===== config.mk =====
export PLATFORM = sky130hd
export DESIGN_NAME = debug_apb_bridge
export DESIGN_NICKNAME = d
export VERILOG_FILES = /design/src/logic/fabric_pkg.sv /design/src/logic/debug_apb_bridge.sv
export VERILOG_INCLUDE_DIRS = /design/src /design/src/logic
export SDC_FILE = /design/constraint.sdc
export NUM_CORES = 1
export LEC_CHECK = 0
export BUFFER_PORTS_ARGS = -buffer_cell sky130_fd_sc_hd__buf_2
export CORE_MARGIN = 1.5
export CORE_UTILIZATION = 34
export DETAILED_ROUTE_END_ITERATION = 7
export GPL_ROUTABILITY_DRIVEN = 0
export PLACE_DENSITY = 0.79
export SYNTH_ARGS = -nofsm -noshare
export SYNTH_HDL_FRONTEND = slang
export SYNTH_SLANG_ARGS = --single-unit

===== constraint.sdc =====
create_clock -name clk -period 3.04 [get_ports clk]
set_input_delay 0.912 -clock clk [delete_from_list [all_inputs] [get_ports clk]]
set_output_delay 0.912 -clock clk [all_outputs]
set_load 0.02 [all_outputs]

===== src/logic/fabric_defines.svh =====
// ====================================================================
// Memory fabric address map
// ====================================================================

`ifndef FABRIC_DEFINES_SVH
`define FABRIC_DEFINES_SVH

// Core data and address width
`define FABRIC_XLEN 32

// Program RAM window, 16 KB of 32-bit words
`define FABRIC_RAM_BASE 32'h0001_0000
`define FABRIC_RAM_WORDS 4096
`define FABRIC_RAM_AW 12

// Upper field that marks the all-ones RAM alias
`define FABRIC_ALIAS_BITS 18

// Debug module area, visible only in debug mode
`define FABRIC_DEBUG_START 32'h0000_0200
`define FABRIC_DEBUG_END 32'h0000_0FFF

// Test result word
`define FABRIC_TOHOST_ADDR 32'h8000_1000

// APB address width toward the debug module
`define FABRIC_APB_AW 13

`endif


===== src/logic/fabric_pkg.sv =====
// ====================================================================
// Memory fabric shared types
// ====================================================================

package fabric_pkg;

  // Target of a request address
  typedef enum logic [1:0] {
    REGION_NONE,
    REGION_RAM,
    REGION_DEBUG,
    REGION_TOHOST
  } region_t;

  // Owner of the single RAM port in a cycle
  typedef enum logic [1:0] {
    GRANT_IDLE,
    GRANT_DMEM_WR,
    GRANT_DMEM_RD,
    GRANT_IMEM_RD
  } ram_grant_t;

  // Debug bridge APB master states
  typedef enum logic [1:0] {
    APB_IDLE,
    APB_SETUP,
    APB_ACCESS,
    APB_ERROR
  } apb_state_t;

endpackage


===== src/logic/debug_apb_bridge.sv =====
// ====================================================================
// Debug area APB master
// ====================================================================

`include "fabric_defines.svh"

module debug_apb_bridge (
  input  logic                      clk,
  input  logic                      reset_n,
  input  logic                      i_debug_mode,
  input  logic                      i_imem_req,
  input  logic                      i_dmem_rd,
  input  logic                      i_dmem_wr,
  input  logic [`FABRIC_XLEN-1:0]   i_imem_addr,
  input  logic [`FABRIC_XLEN-1:0]   i_dmem_addr,
  input  logic [`FABRIC_XLEN-1:0]   i_dmem_wdata,
  input  logic                      i_apb_pready,
  input  logic [`FABRIC_XLEN-1:0]   i_apb_prdata,
  input  logic                      i_apb_pslverr,
  output logic [`FABRIC_APB_AW-1:0] o_apb_paddr,
  output logic                      o_apb_psel,
  output logic                      o_apb_penable,
  output logic                      o_apb_pwrite,
  output logic [`FABRIC_XLEN-1:0]   o_apb_pwdata,
  output fabric_pkg::apb_state_t    o_state,
  output logic                      o_for_imem,
  output logic                      o_is_write
);

  import fabric_pkg::*;

  apb_state_t                state;
  apb_state_t                state_nx;
  logic                      dmem_req;
  logic                      start;
  logic [`FABRIC_APB_AW-1:0] addr_q;
  logic [`FABRIC_XLEN-1:0]   wdata_q;
  logic                      write_q;
  logic                      for_imem_q;

  assign dmem_req = i_dmem_rd || i_dmem_wr;
  assign start    = (state == APB_IDLE) && (dmem_req || i_imem_req);

  // ==================================================================
  // Transfer FSM
  // ==================================================================
  always_comb
  begin
    state_nx = state;
    case (state)
      APB_IDLE:
        if (start)
          state_nx = APB_SETUP;
      APB_SETUP:
        state_nx = APB_ACCESS;
      APB_ACCESS:
        if (i_apb_pready)
          state_nx = APB_IDLE;
        else if (i_apb_pslverr)
          state_nx = APB_ERROR;
      // One dead cycle, requester retries by holding its level
      APB_ERROR:
        state_nx = APB_IDLE;
      default:
        state_nx = APB_IDLE;
    endcase
  end

  always_ff @(posedge clk or negedge reset_n)
  begin
    if (!reset_n)
      state <= APB_IDLE;
    else if (!i_debug_mode)
      state <= APB_IDLE;
    else
      state <= state_nx;
  end

  // Direction and requester, data side first
  always_ff @(posedge clk or negedge reset_n)
  begin
    if (!reset_n)
    begin
      write_q    <= 1'b0;
      for_imem_q <= 1'b0;
    end
    else if (start)
    begin
      write_q    <= i_dmem_wr;
      for_imem_q <= !dmem_req;
    end
  end

  // Transfer address and write data
  always_ff @(posedge clk)
  begin
    if (start)
    begin
      addr_q  <= dmem_req ? i_dmem_addr[`FABRIC_APB_AW-1:0] : i_imem_addr[`FABRIC_APB_AW-1:0];
      wdata_q <= i_dmem_wdata;
    end
  end

  // ==================================================================
  // APB outputs decoded from state
  // ==================================================================
  assign o_apb_psel    = (state == APB_SETUP) || (state == APB_ACCESS);
  assign o_apb_penable = (state == APB_ACCESS);
  assign o_apb_paddr   = addr_q;
  assign o_apb_pwrite  = write_q;
  assign o_apb_pwdata  = wdata_q;
  assign o_state       = state;
  assign o_for_imem    = for_imem_q;
  assign o_is_write    = write_q;

endmodule


After elaboration in Yosys (flattened, before gate mapping)
Index checks and enable logic that the tools add are counted.
{ "op_classes": {"reduce_logical": 7, "mux": 6, "n_eq_ne": 5} }
{ "ops": {"columns": ["cell", "count"], "rows": [
  ["$mux 13", 1],
  ["$mux 2", 4],
  ["$pmux 2 s4", 1],
  ["$eq 2x2->1 const B", 2],
  ["$ne 4x4->1 const B", 1],
  ["$logic_or 1x1->1", 3],
  ["$ne 3x3->1 const B", 1],
  ["$eq 2x1->1 const B", 1],
  ["$logic_not 2->1", 1],
  ["$reduce_and 2->1", 1],
  ["$logic_and 1x1->1", 1],
  ["$logic_not 1->1", 1]
]} }
{ "totals": {"word_cells": 23, "ff_bits": 49, "input_bits": 136, "out_inout_bits": 52} }

Longest topological paths before layout
Gate-level depths: netlist of run 1.
{ "depth": {"word_depth": 6, "ltp_mapped": 5, "ltp_nobuf": 5} }

Worst setup path after synthesis of run 1
OpenSTA, ideal clock, no wires.
{ "synth_timing": {"path_type": "input-to-reg", "from": "in i_dmem_wr", "to": "reg addr_q[0] (netlist: o_apb_paddr[0]), enable pin", "t_arrival_ns": 2.305, "setup_slack_ns": 0.330, "setup_time_ns": 0.405, "cell_stages": 4, "t_required_ns": 2.635, "path_buffers": 1, "cell_sequence": "nor2_1 -> buf_2 -> inv_1 -> o21a_1"} }
{ "synth_between": {"elab_chain_len": 3} }
{ "synth_rtl": {"columns": ["element", "line_no", "text"], "rows": [
  ["start: declaration", "debug_apb_bridge.sv:13", "input logic i_dmem_wr,"],
  ["$logic_or 1x1->1", "debug_apb_bridge.sv:41", "assign dmem_req = i_dmem_rd || i_dmem_wr;"],
  ["$logic_or 1x1->1", "debug_apb_bridge.sv:42", "assign start = (state == APB_IDLE) && (dmem_req || i_imem_req);"],
  ["$logic_and 1x1->1", "debug_apb_bridge.sv:42", null],
  ["named net start", "debug_apb_bridge.sv:35", "logic start;"],
  ["end signal: assignment", "debug_apb_bridge.sv:99", "addr_q <= dmem_req ? i_dmem_addr[`FABRIC_APB_AW-1:0] : i_imem_addr[`FABRIC_APB_AW-1:0];"],
  ["end: declaration", "debug_apb_bridge.sv:36", "logic [`FABRIC_APB_AW-1:0] addr_q;"]
]} }
The timed path passes the listed nets, and every way through them passes these cells.
A chain may end at the register's enable or synchronous reset.

Worst setup path after layout of run 1
{ "layout_timing": {"from": "reg state[0] (netlist: o_state[0])", "to": "out o_apb_psel"} }
{ "layout_between": {"elab_chain_len": 2, "word_cells_on_any_way": 3, "cone_classes": "2 x eq/ne; 1 x reduce/logical"} }
{ "layout_rtl": {"columns": ["element", "line_no", "text"], "rows": [
  ["start: declaration", "debug_apb_bridge.sv:32", "apb_state_t state;"],
  ["start signal: assignment", "debug_apb_bridge.sv:76", "state <= state_nx;"],
  ["$eq 2x1->1 / $eq 2x2->1 (equally long branches)", "debug_apb_bridge.sv:107", "assign o_apb_psel = (state == APB_SETUP) || (state == APB_ACCESS);"],
  ["$logic_or 1x1->1 *", "debug_apb_bridge.sv:107", null],
  ["end: declaration", "debug_apb_bridge.sv:21", "output logic o_apb_psel,"]
]} }
Every way passes the cells marked *; elsewhere a longest branch is shown, timed or not.

==> results of run 1 <==
[metal layers]
metal	part of all wire, %	up-vias	track usage [%]
met1	36	535	13.88
li1	-	567	-
met2	46	89	19.84
met4	1.4	0	4.848
met5	0	-	0
met3	16	6	9.505
[worst max-delay path, delay by kind of cell (launching register included)]
kind	cells	cell delay [ns]
adders and majority gates	1	0.29
buffers and inverters	2	0.25
DFF	1	0.40
[registers in the layout (all words and copies together) (netlist names)]
name and count:
o_apb_pwdata 32, o_for_imem 1, o_apb_pwrite 1, o_apb_paddr 13, o_state 2
[cells in the mapped netlist, types with 2 or more instances]
cell type,count,share of area [%]
mux2_2,13,8.4
edfxtp_1,45,77
dfrtp_1,4,5.7
a21oi_1,2,0.57
o21a_1,2,0.86
inv_1,3,0.64
ha_1,3,2.1
[power by group through the flow]
stage | logic (W) | clock network [W] | registers (W)
6_report | 0.000375 | 0.000528 | 0.000891
5_1_grt | 0.000408 | 0.000572 | 0.000905
4_1_cts | 0.000380 | 0.000543 | 0.000893
3_5_place_dp | 0.000381 | 0 | 0.000905
3_3_place_gp | 0.000373 | 0 | 0.000903
2_1_floorplan | 0.0000968 | 0 | 0.00104
[path summary, 6_finish.rpt]
kind | start | endpoint | slack (ns)
worst max register to register | o_state[0] | o_apb_pwdata[23] | 0.97
worst max-delay path | o_state[0] | o_apb_psel | 0.89
worst min-delay path | reset_n | o_for_imem | 0.40
max in group asynchronous | reset_n | o_state[0] | 2.52
worst min register to register | o_for_imem | o_for_imem | 0.55
min in group clk | o_for_imem | o_for_imem | 0.55
[stage by stage]
stage	cell area, sq um	hold WS (ns)	worst slack, ns
6_report	2550	0.4042	0.8927
5_1_grt	2550	0.3850	0.7686
4_1_cts	2550	0.3907	0.8830
3_5_place_dp	2416	0.5281	0.6466
3_3_place_gp	2416	0.5153	0.7176
2_1_floorplan	1750	0.6164	0.3300
[logic make-up after synthesis]
| kind of cell | after synthesis |
|---|---|
| DFF | 49 |
| muxes | 13 |
| AOI/OAI and AO/OA | 8 |
| buffers and inverters | 5 |
| and+or+nand+nor | 5 |
| adders and majority gates | 3 |
[final cells by class]
class                           instances  share of cell area (%)
Clock inverter                          3                   2.552
Inverter                                3                  0.4416
Multi-Input combinational cell         29                   10.84
Timing Repair Buffer                  118                   23.26
Clock buffer                            5                   2.699
Tap cell                               67                   3.288
Sequential cell                        49                   56.92
==> impl_metrics.json, run 1 <==
{
  "wire_per_inst_microns": 13.13,
  "cts_hold_buf": 0,
  "post-cts-setup-buffers": 0,
  "drc_errors": 0,
  "power.switching_w": 0.0004774,
  "area_growth_pct": 45.68,
  "final_cell_count_no_fill": 274,
  "post-dp-hpwl_microns": 2740,
  "maxCapViolations": 0,
  "syn-num-nets": 222,
  "fin_skew_ns": 0.004759,
  "diodes": 0,
  "crit_path_cell_trace": "inv_1, ha_1, buf_2",
  "synth_compound_area_share_pct": 3.503,
  "final_util_pct": 52.59,
  "dieArea_sq_um": 5588,
  "switching_share_pct": 26.61,
  "fmax_ghz": 0.4657,
  "synthSimpleGateAreaFrac_pct": 1.716,
  "hold_class": "input port to asynchronous set/reset pin",
  "drt-initial-drc-count": 37,
  "seqPwrFrac_pct": 49.7,
  "overflow": 0,
  "max_slew_margin_pct": 29.43,
  "synth_edf_count": 45,
  "htreeDepth": 2,
  "status": "finished clean",
  "rsz0062_at_grt": "no",
  "ys.flop_type": "edfxtp_1",
  "setup_viol": 0,
  "slowest_delay_ns": 0.40,
  "p_int_w": 0.001317,
  "grt_max_degree": 46,
  "n_fill_cell": 417,
  "seq_area_sq_um": 1451,
  "finalSetupTns_ns": 0,
  "rr_worst_depth": 3,
  "drive_gt1_share_pct": 68.12,
  "ys_ff_latch": 49,
  "endpoint_kind": "output port",
  "critPathArrivalTime_ns": 1.24,
  "slowest_stage": "dfrtp_1",
  "synth_seq_area_share_pct": 82.92,
  "ys_types": 18,
  "initial_core_util_pct": 36.10,
  "synthAdderAreaFrac_pct": 2.144,
  "most-common-layout-cells": "buf_2 (117), edfxtp_1 (45), mux2_2 (13)",
  "drt_wl_total_microns": 3597,
  "final_common_cell": "buf_2",
  "die_width_microns": 74.75,
  "avgSynthCellArea_sq_um": 21.09,
  "power.share.combinational_pct": 20.9,
  "synth_top_family_by_area": "multiplexers",
  "vias": 1197,
  "cts_sinks": 49,
  "cts_buffers": 5,
  "grt_use_total_pct": 12.96,
  "worst_pin_slew_ns": 1.059,
  "nets": 345,
  "clkPwrFrac_pct": 29.4,
  "die_h_microns": 74.75,
  "io_pins": 188,
  "first_global_vias": 1130,
  "start_kind": "flop",
  "core-area_sq_um": 4848,
  "peakVddDrop_uv": 409.3,
  "post_cts_resized": 0,
  "synthArstFlopShare_pct": 8.163,
  "drv_slew": 0,
  "post-route-period-util_pct": 70.63,
  "cts_max_path_buffers": 2,
  "cts-root-buf": "clkbuf_8",
  "p_leak_nw": 1.145,
  "power_density_nw_per_um2": 703.6,
  "finalHoldViolCount": 0,
  "syn-cell-area_sq_um": 1750,
  "grt_pass1_wl_microns": 5175,
  "critPathMaxFanout": 4,
  "fin_crit_ns": 2.147,
  "num_rows": 25,
  "p_total_w": 0.001794,
  "synth_xor_area_share_pct": 0,
  "portBuffers": 117,
  "multi_input_area_sq_um": 276.5,
  "worstSetupPathType": "flop to output port",
  "antenna_found_initial": 0,
  "syn-instance-count": 83,
  "ant_nets": 0,
  "synthMuxAreaShare_pct": 8.363,
  "first_pass_iters": 4,
  "insertion_delay_ns": 0.29,
  "place_inst": 266,
  "cts_tree": "done",
  "cp.required_ns": 2.13,
  "via_per_inst": 4.369,
  "path_clk_slew_ns": 0.08,
  "ys_warn_count": 0
}
(Power assumes the default switching activity.)
==> inputs of run 2 (changes only) <==
- CORE_UTILIZATION: 34 -> 31
- PLACE_DENSITY: 0.79 -> 0.76
- clock period: 3.04 -> 1.7 ns (I/O delays scaled with it)
==> run 2 against run 1 <==
Utilization down 3.6 points. Count of clock-buffer cells in the layout unchanged. Global-route usage down 0.49 points. Clock power up 82%. Critical endpoint is now o_apb_penable. Largest cell class unchanged.
==> impl_metrics.json, run 2 (same netlist as run 1, synthesis figures left out) <==
{
  "status": "finished clean",
  "grt_pass1_wl_microns": 5568,
  "cp.required_ns": 1.19,
  "post-dp-hpwl_microns": 3000,
  "die_width_microns": 78.15,
  "post-route-period-util_pct": 97.50,
  "area_growth_pct": 53.11,
  "cts_tree": "done",
  "finalHoldViolCount": 0,
  "slowest_stage": "dfrtp_2",
  "n_fill_cell": 496,
  "fin_crit_ns": 1.658,
  "grt_max_degree": 46,
  "insertion_delay_ns": 0.30,
  "first_global_vias": 1092,
  "finalSetupTns_ns": 0,
  "peakVddDrop_uv": 532.7,
  "grt_use_total_pct": 12.47,
  "start_kind": "flop",
  "crit_cells": 4,
  "min_path_cells": 1,
  "cts_buffers": 5,
  "crit_top_cell": "buf_6",
  "crit_path_cell_trace": "inv_2, buf_6, ha_4, buf_6",
  "ant_nets": 0,
  "core-area_sq_um": 5473,
  "antenna_found_initial": 0,
  "path_clk_slew_ns": 0.09,
  "dieArea_sq_um": 6107,
  "slowest_delay_ns": 0.42,
  "fin_skew_ns": 0.005325,
  "worstSetupPathType": "flop to output port",
  "drive_gt1_share_pct": 71.76,
  "vias": 1217,
  "cts-root-buf": "clkbuf_8",
  "largest_reg_flops": 32,
  "cp_top_family": "flip-flops",
  "overflow": 0,
  "drv_slew": 0,
  "nets": 354,
  "fin_ws_ns": 0.04246,
  "setup_viol": 0,
  "drc_errors": 0,
  "final_common_cell": "buf_2",
  "most-common-layout-cells": "buf_2 (115), edfxtp_1 (45), mux2_2 (13)",
  "max_slew_margin_pct": 60.76,
  "cts_max_path_buffers": 2,
  "wire_per_inst_microns": 13.22,
  "drt_wl_total_microns": 3807,
  "power_density_nw_per_um2": 1229,
  "num_rows": 27,
  "fmax_ghz": 0.6033,
  "p_leak_nw": 1.190,
  "maxCapViolations": 0,
  "dpl_worst_slack_ns": 0.01307,
  "diodes": 0,
  "die_h_microns": 78.15,
  "htreeDepth": 2,
  "first_pass_iters": 3,
  "critPathArrivalTime_ns": 1.15,
  "io_pins": 188,
  "initial_core_util_pct": 31.98,
  "cts_sinks": 49,
  "rr_worst_depth": 5,
  "crit_buf_inv": 3,
  "hold_class": "input port to flop",
  "via_per_inst": 4.226,
  "worst_pin_slew_ns": 0.5886,
  "portBuffers": 117,
  "fin_area_sq_um": 2680,
  "postPlaceCellArea_sq_um": 2479,
  "drt-initial-drc-count": 21,
  "critPathMaxFanout": 2,
  "endpoint_kind": "output port"
}
## run 2: cell count changes in the layout (fill, tap and decap cells not counted), sizes merged
cell / previous run / this run
buf: 118 / 126
clkinv: 1 / 0
inv: 3 / 4
dlygate4sd3: 0 / 1
## run 2: area by class of cell
class                      instances  area [sq um]  area share, %
inverter                           3         11.26         0.4202
timing repair buffer             127         679.4          25.35
sequential                        49          1454          54.25
tap                               72         90.09          3.361
multi-input combinational         29         307.8          11.48
clock inverter                     3         68.82          2.568
clock buffer                       5         68.82          2.568
## run 2: per-layer routing
layer	vias up	GRT usage (%)	share of wire, %
met1	547	14.30	39
li1	586	-	-
met3	4	4.651	11
met4	0	4.286	0.89
met5	-	0	0
met2	80	21.39	49
## run 2: per-stage QoR
| step | util, % | std cells | total power, W | hold slack, ns |
|---|---|---|---|---|
| floorplan | - | 83 | 0.002032 | 0.2144 |
| global placement | 45.29 | 277 | 0.002317 | 0.3183 |
| detailed placement | 45.29 | 277 | 0.002328 | 0.3186 |
| CTS | 48.58 | 287 | 0.003330 | 0.3715 |
| global route | 48.97 | 288 | 0.003448 | 0.3662 |
| finish | 48.97 | 288 | 0.003293 | 0.3822 |
## run 2: worst paths after layout
| kind | start | end | slack (ns) |
|---|---|---|---|
| max in group asynchronous | reset_n | o_state[0] | 1.04 |
| hold / removal | i_dmem_wdata[4] | o_apb_pwdata[4] | 0.38 |
| min in group asynchronous | reset_n | o_for_imem | 0.53 |
| setup / recovery | o_state[0] | o_apb_penable | 0.04 |
| hold reg to reg | o_apb_pwrite | o_apb_pwrite | 0.55 |
| setup reg to reg | o_state[0] | o_state[0] | 0.11 |
## run 2: power by group
group / total (W) / internal, W / switching [W]
Combinational: 0.000744 / 0.000280 / 0.000463
Clock: 0.000963 / 0.000591 / 0.000372
Sequential: 0.00159 / 0.00154 / 0.0000439
## run 2: repair_timing
| item | CTS | global route |
|---|---|---|
| hold buffers | 1 | 0 |
| setup buffers | 1 | 1 |
| gates resized for setup | 8 | 2 |
| setup endpoints to repair | 2 | 1 |
| hold endpoints to repair | 4 | 0 |
| pin swaps | 0 | 0 |
==> inputs of run 3 (changes only) <==
- CELL_PAD_IN_SITES_DETAIL_PLACEMENT: default -> 1
- CELL_PAD_IN_SITES_GLOBAL_PLACEMENT: default -> 2
- CORE_UTILIZATION: 31 -> 19
- PLACE_DENSITY: 0.76 -> default
- PLACE_DENSITY_LB_ADDON: default -> 0.1
- clock period: 1.7 -> 1.65 ns (I/O delays scaled with it)
==> run 3 against run 2 <==
The run now ends with design-rule violations left. Clock skew grew 0.0049 ns. Wire length grew 28%. Final area increased by 2.3%. Critical endpoint is now o_apb_psel. Largest cell class unchanged. Highest routed layer unchanged.
==> impl_metrics.json, run 3 (same netlist as run 1, synthesis figures left out) <==
{
  "antenna_found_initial": 0,
  "endpoint_kind": "output port",
  "cts_max_path_buffers": 2,
  "violations": "design-rule violations",
  "place_inst": 313,
  "multi_input_area_sq_um": 314.1,
  "worst_pin_slew_ns": 0.2072,
  "drc_errors": 11,
  "finalHoldViolCount": 0,
  "finalSetupTns_ns": 0,
  "via_per_inst": 3.969,
  "num_rows": 34,
  "portBuffers": 117,
  "grt_pass1_wl_microns": 7693,
  "cts_sinks": 49,
  "nets": 357,
  "timing.hold.ws_ns": 0.3693,
  "grt_use_total_pct": 10.25,
  "cts_buffers": 5,
  "cp_top_family": "flip-flops",
  "post-dp-hpwl_microns": 3687,
  "core-area_sq_um": 8806,
  "seqPwrFrac_pct": 51.3,
  "fmax_ghz": 0.6097,
  "hold_class": "input port to flop",
  "seq_area_sq_um": 1454,
  "fin_skew_ns": 0.01019,
  "power_density_nw_per_um2": 1165,
  "vias": 1298,
  "maxCapViolations": 0,
  "p_leak_nw": 1.197,
  "ant_nets": 0,
  "first_global_vias": 1443,
  "diodes": 0,
  "io_pins": 188,
  "status": "complete, but fails checks",
  "first_pass_iters": 8,
  "p_int_w": 0.002226,
  "slowest_stage": "dfrtp_2",
  "p_total_w": 0.003196,
  "switching_share_pct": 30.35,
  "drive_gt1_share_pct": 72.60,
  "power.switching_w": 0.0009701,
  "crit_buf_inv": 2,
  "final_common_cell": "buf_2",
  "cts_tree": "done",
  "largest_reg_flops": 32,
  "fin_crit_ns": 1.640,
  "start_kind": "flop",
  "critPathMaxFanout": 2,
  "worstSetupPathType": "flop to output port",
  "final_cell_count_no_fill": 327,
  "crit_path_cell_trace": "inv_2, ha_4, buf_6",
  "drt-initial-drc-count": 44,
  "drt_wl_total_microns": 4863,
  "drv_slew": 0,
  "clkPwrFrac_pct": 22.4,
  "max_slew_margin_pct": 86.17,
  "htreeDepth": 2,
  "die_width_microns": 98.99,
  "slowest_delay_ns": 0.43,
  "critPathArrivalTime_ns": 1.15,
  "grt_max_degree": 26,
  "insertion_delay_ns": 0.30,
  "dieArea_sq_um": 9798,
  "power.share.combinational_pct": 26.3,
  "cp.required_ns": 1.15,
  "area_growth_pct": 56.68,
  "post-route-period-util_pct": 99.41,
  "wire_per_inst_microns": 14.87,
  "initial_core_util_pct": 19.88,
  "most-common-layout-cells": "buf_2 (115), edfxtp_1 (45), mux2_2 (13)",
  "peakVddDrop_uv": 288.9,
  "n_fill_cell": 984,
  "cts-root-buf": "clkbuf_8",
  "overflow": 0,
  "rsz0062_at_grt": "yes",
  "die_h_microns": 98.99,
  "setup_viol": 0,
  "path_clk_slew_ns": 0.10
}
==> run 3: worst paths after layout <==
kind,from,to,slack [ns],cells after the start
min,i_dmem_wdata[11],o_apb_pwdata[11],0.37,1
min in group asynchronous,reset_n,o_for_imem,0.54,2
max,o_state[1],o_apb_psel,0.01,3
max in group asynchronous,reset_n,o_state[0],0.97,2
min reg2reg,o_apb_pwrite,o_apb_pwrite,0.57,1
max reg2reg,o_state[1],o_state[0],0.03,5
==> run 3: cell type report <==
type / instances / area share, %
flip-flops and latches: 49 / 53.01
well taps: 108 / 4.927
multi-input cells: 29 / 11.45
clock inverters: 2 / 0.5018
clock buffers: 6 / 2.646
inverters: 3 / 0.5018
repair buffers: 130 / 26.96
==> run 3: stage by stage <==
| stage | worst slack [ns] | instance area (sq um) | util (%) |
|---|---|---|---|
| floorplan | 0.02398 | 1778 | - |
| global placement | -0.02629 | 2574 | 29.23 |
| detailed placement | -0.05602 | 2574 | 29.23 |
| CTS | -0.006721 | 2724 | 30.93 |
| global route | -0.03962 | 2743 | 31.15 |
| finish | 0.009763 | 2743 | 31.15 |
==> run 3: power by group through the flow <==
stage | logic (W) | clock network, W | registers, W
floorplan | 0.000202 | 0 | 0.00191
global placement | 0.000791 | 0 | 0.00166
detailed placement | 0.000803 | 0 | 0.00167
CTS | 0.000845 | 0.000775 | 0.00164
global route | 0.000903 | 0.000828 | 0.00166
finish | 0.000842 | 0.000715 | 0.00164
==> run 3: worst register-to-register path, delay by kind of cell, from the launching register on <==
family	cells	cell delay, ns
fa+ha+maj	1	0.14
buf+inv	1	0.09
simple gates	1	0.47
flops	1	0.43
compound gates	2	0.37
==> run 3: metal layers <==
| metal | GRT usage, % | up-vias | part of all wire [%] |
|---|---|---|---|
| met5 | 0 | - | 0 |
| met4 | 4.176 | 0 | 1.7 |
| met3 | 3.972 | 6 | 12 |
| met2 | 17.35 | 84 | 48 |
| met1 | 11.58 | 616 | 38 |
| li1 | - | 592 | - |
==> run 3: what timing repair did <==
| action | CTS | global route |
|---|---|---|
| hold buffers | 1 | 0 |
| resized for setup | 8 | 1 |
| buffers inserted | 3 | 2 |
| hold endpoints to repair | 4 | 0 |
| endpoints found under the setup margin | 3 | 4 |
| pin swaps | 0 | 1 |
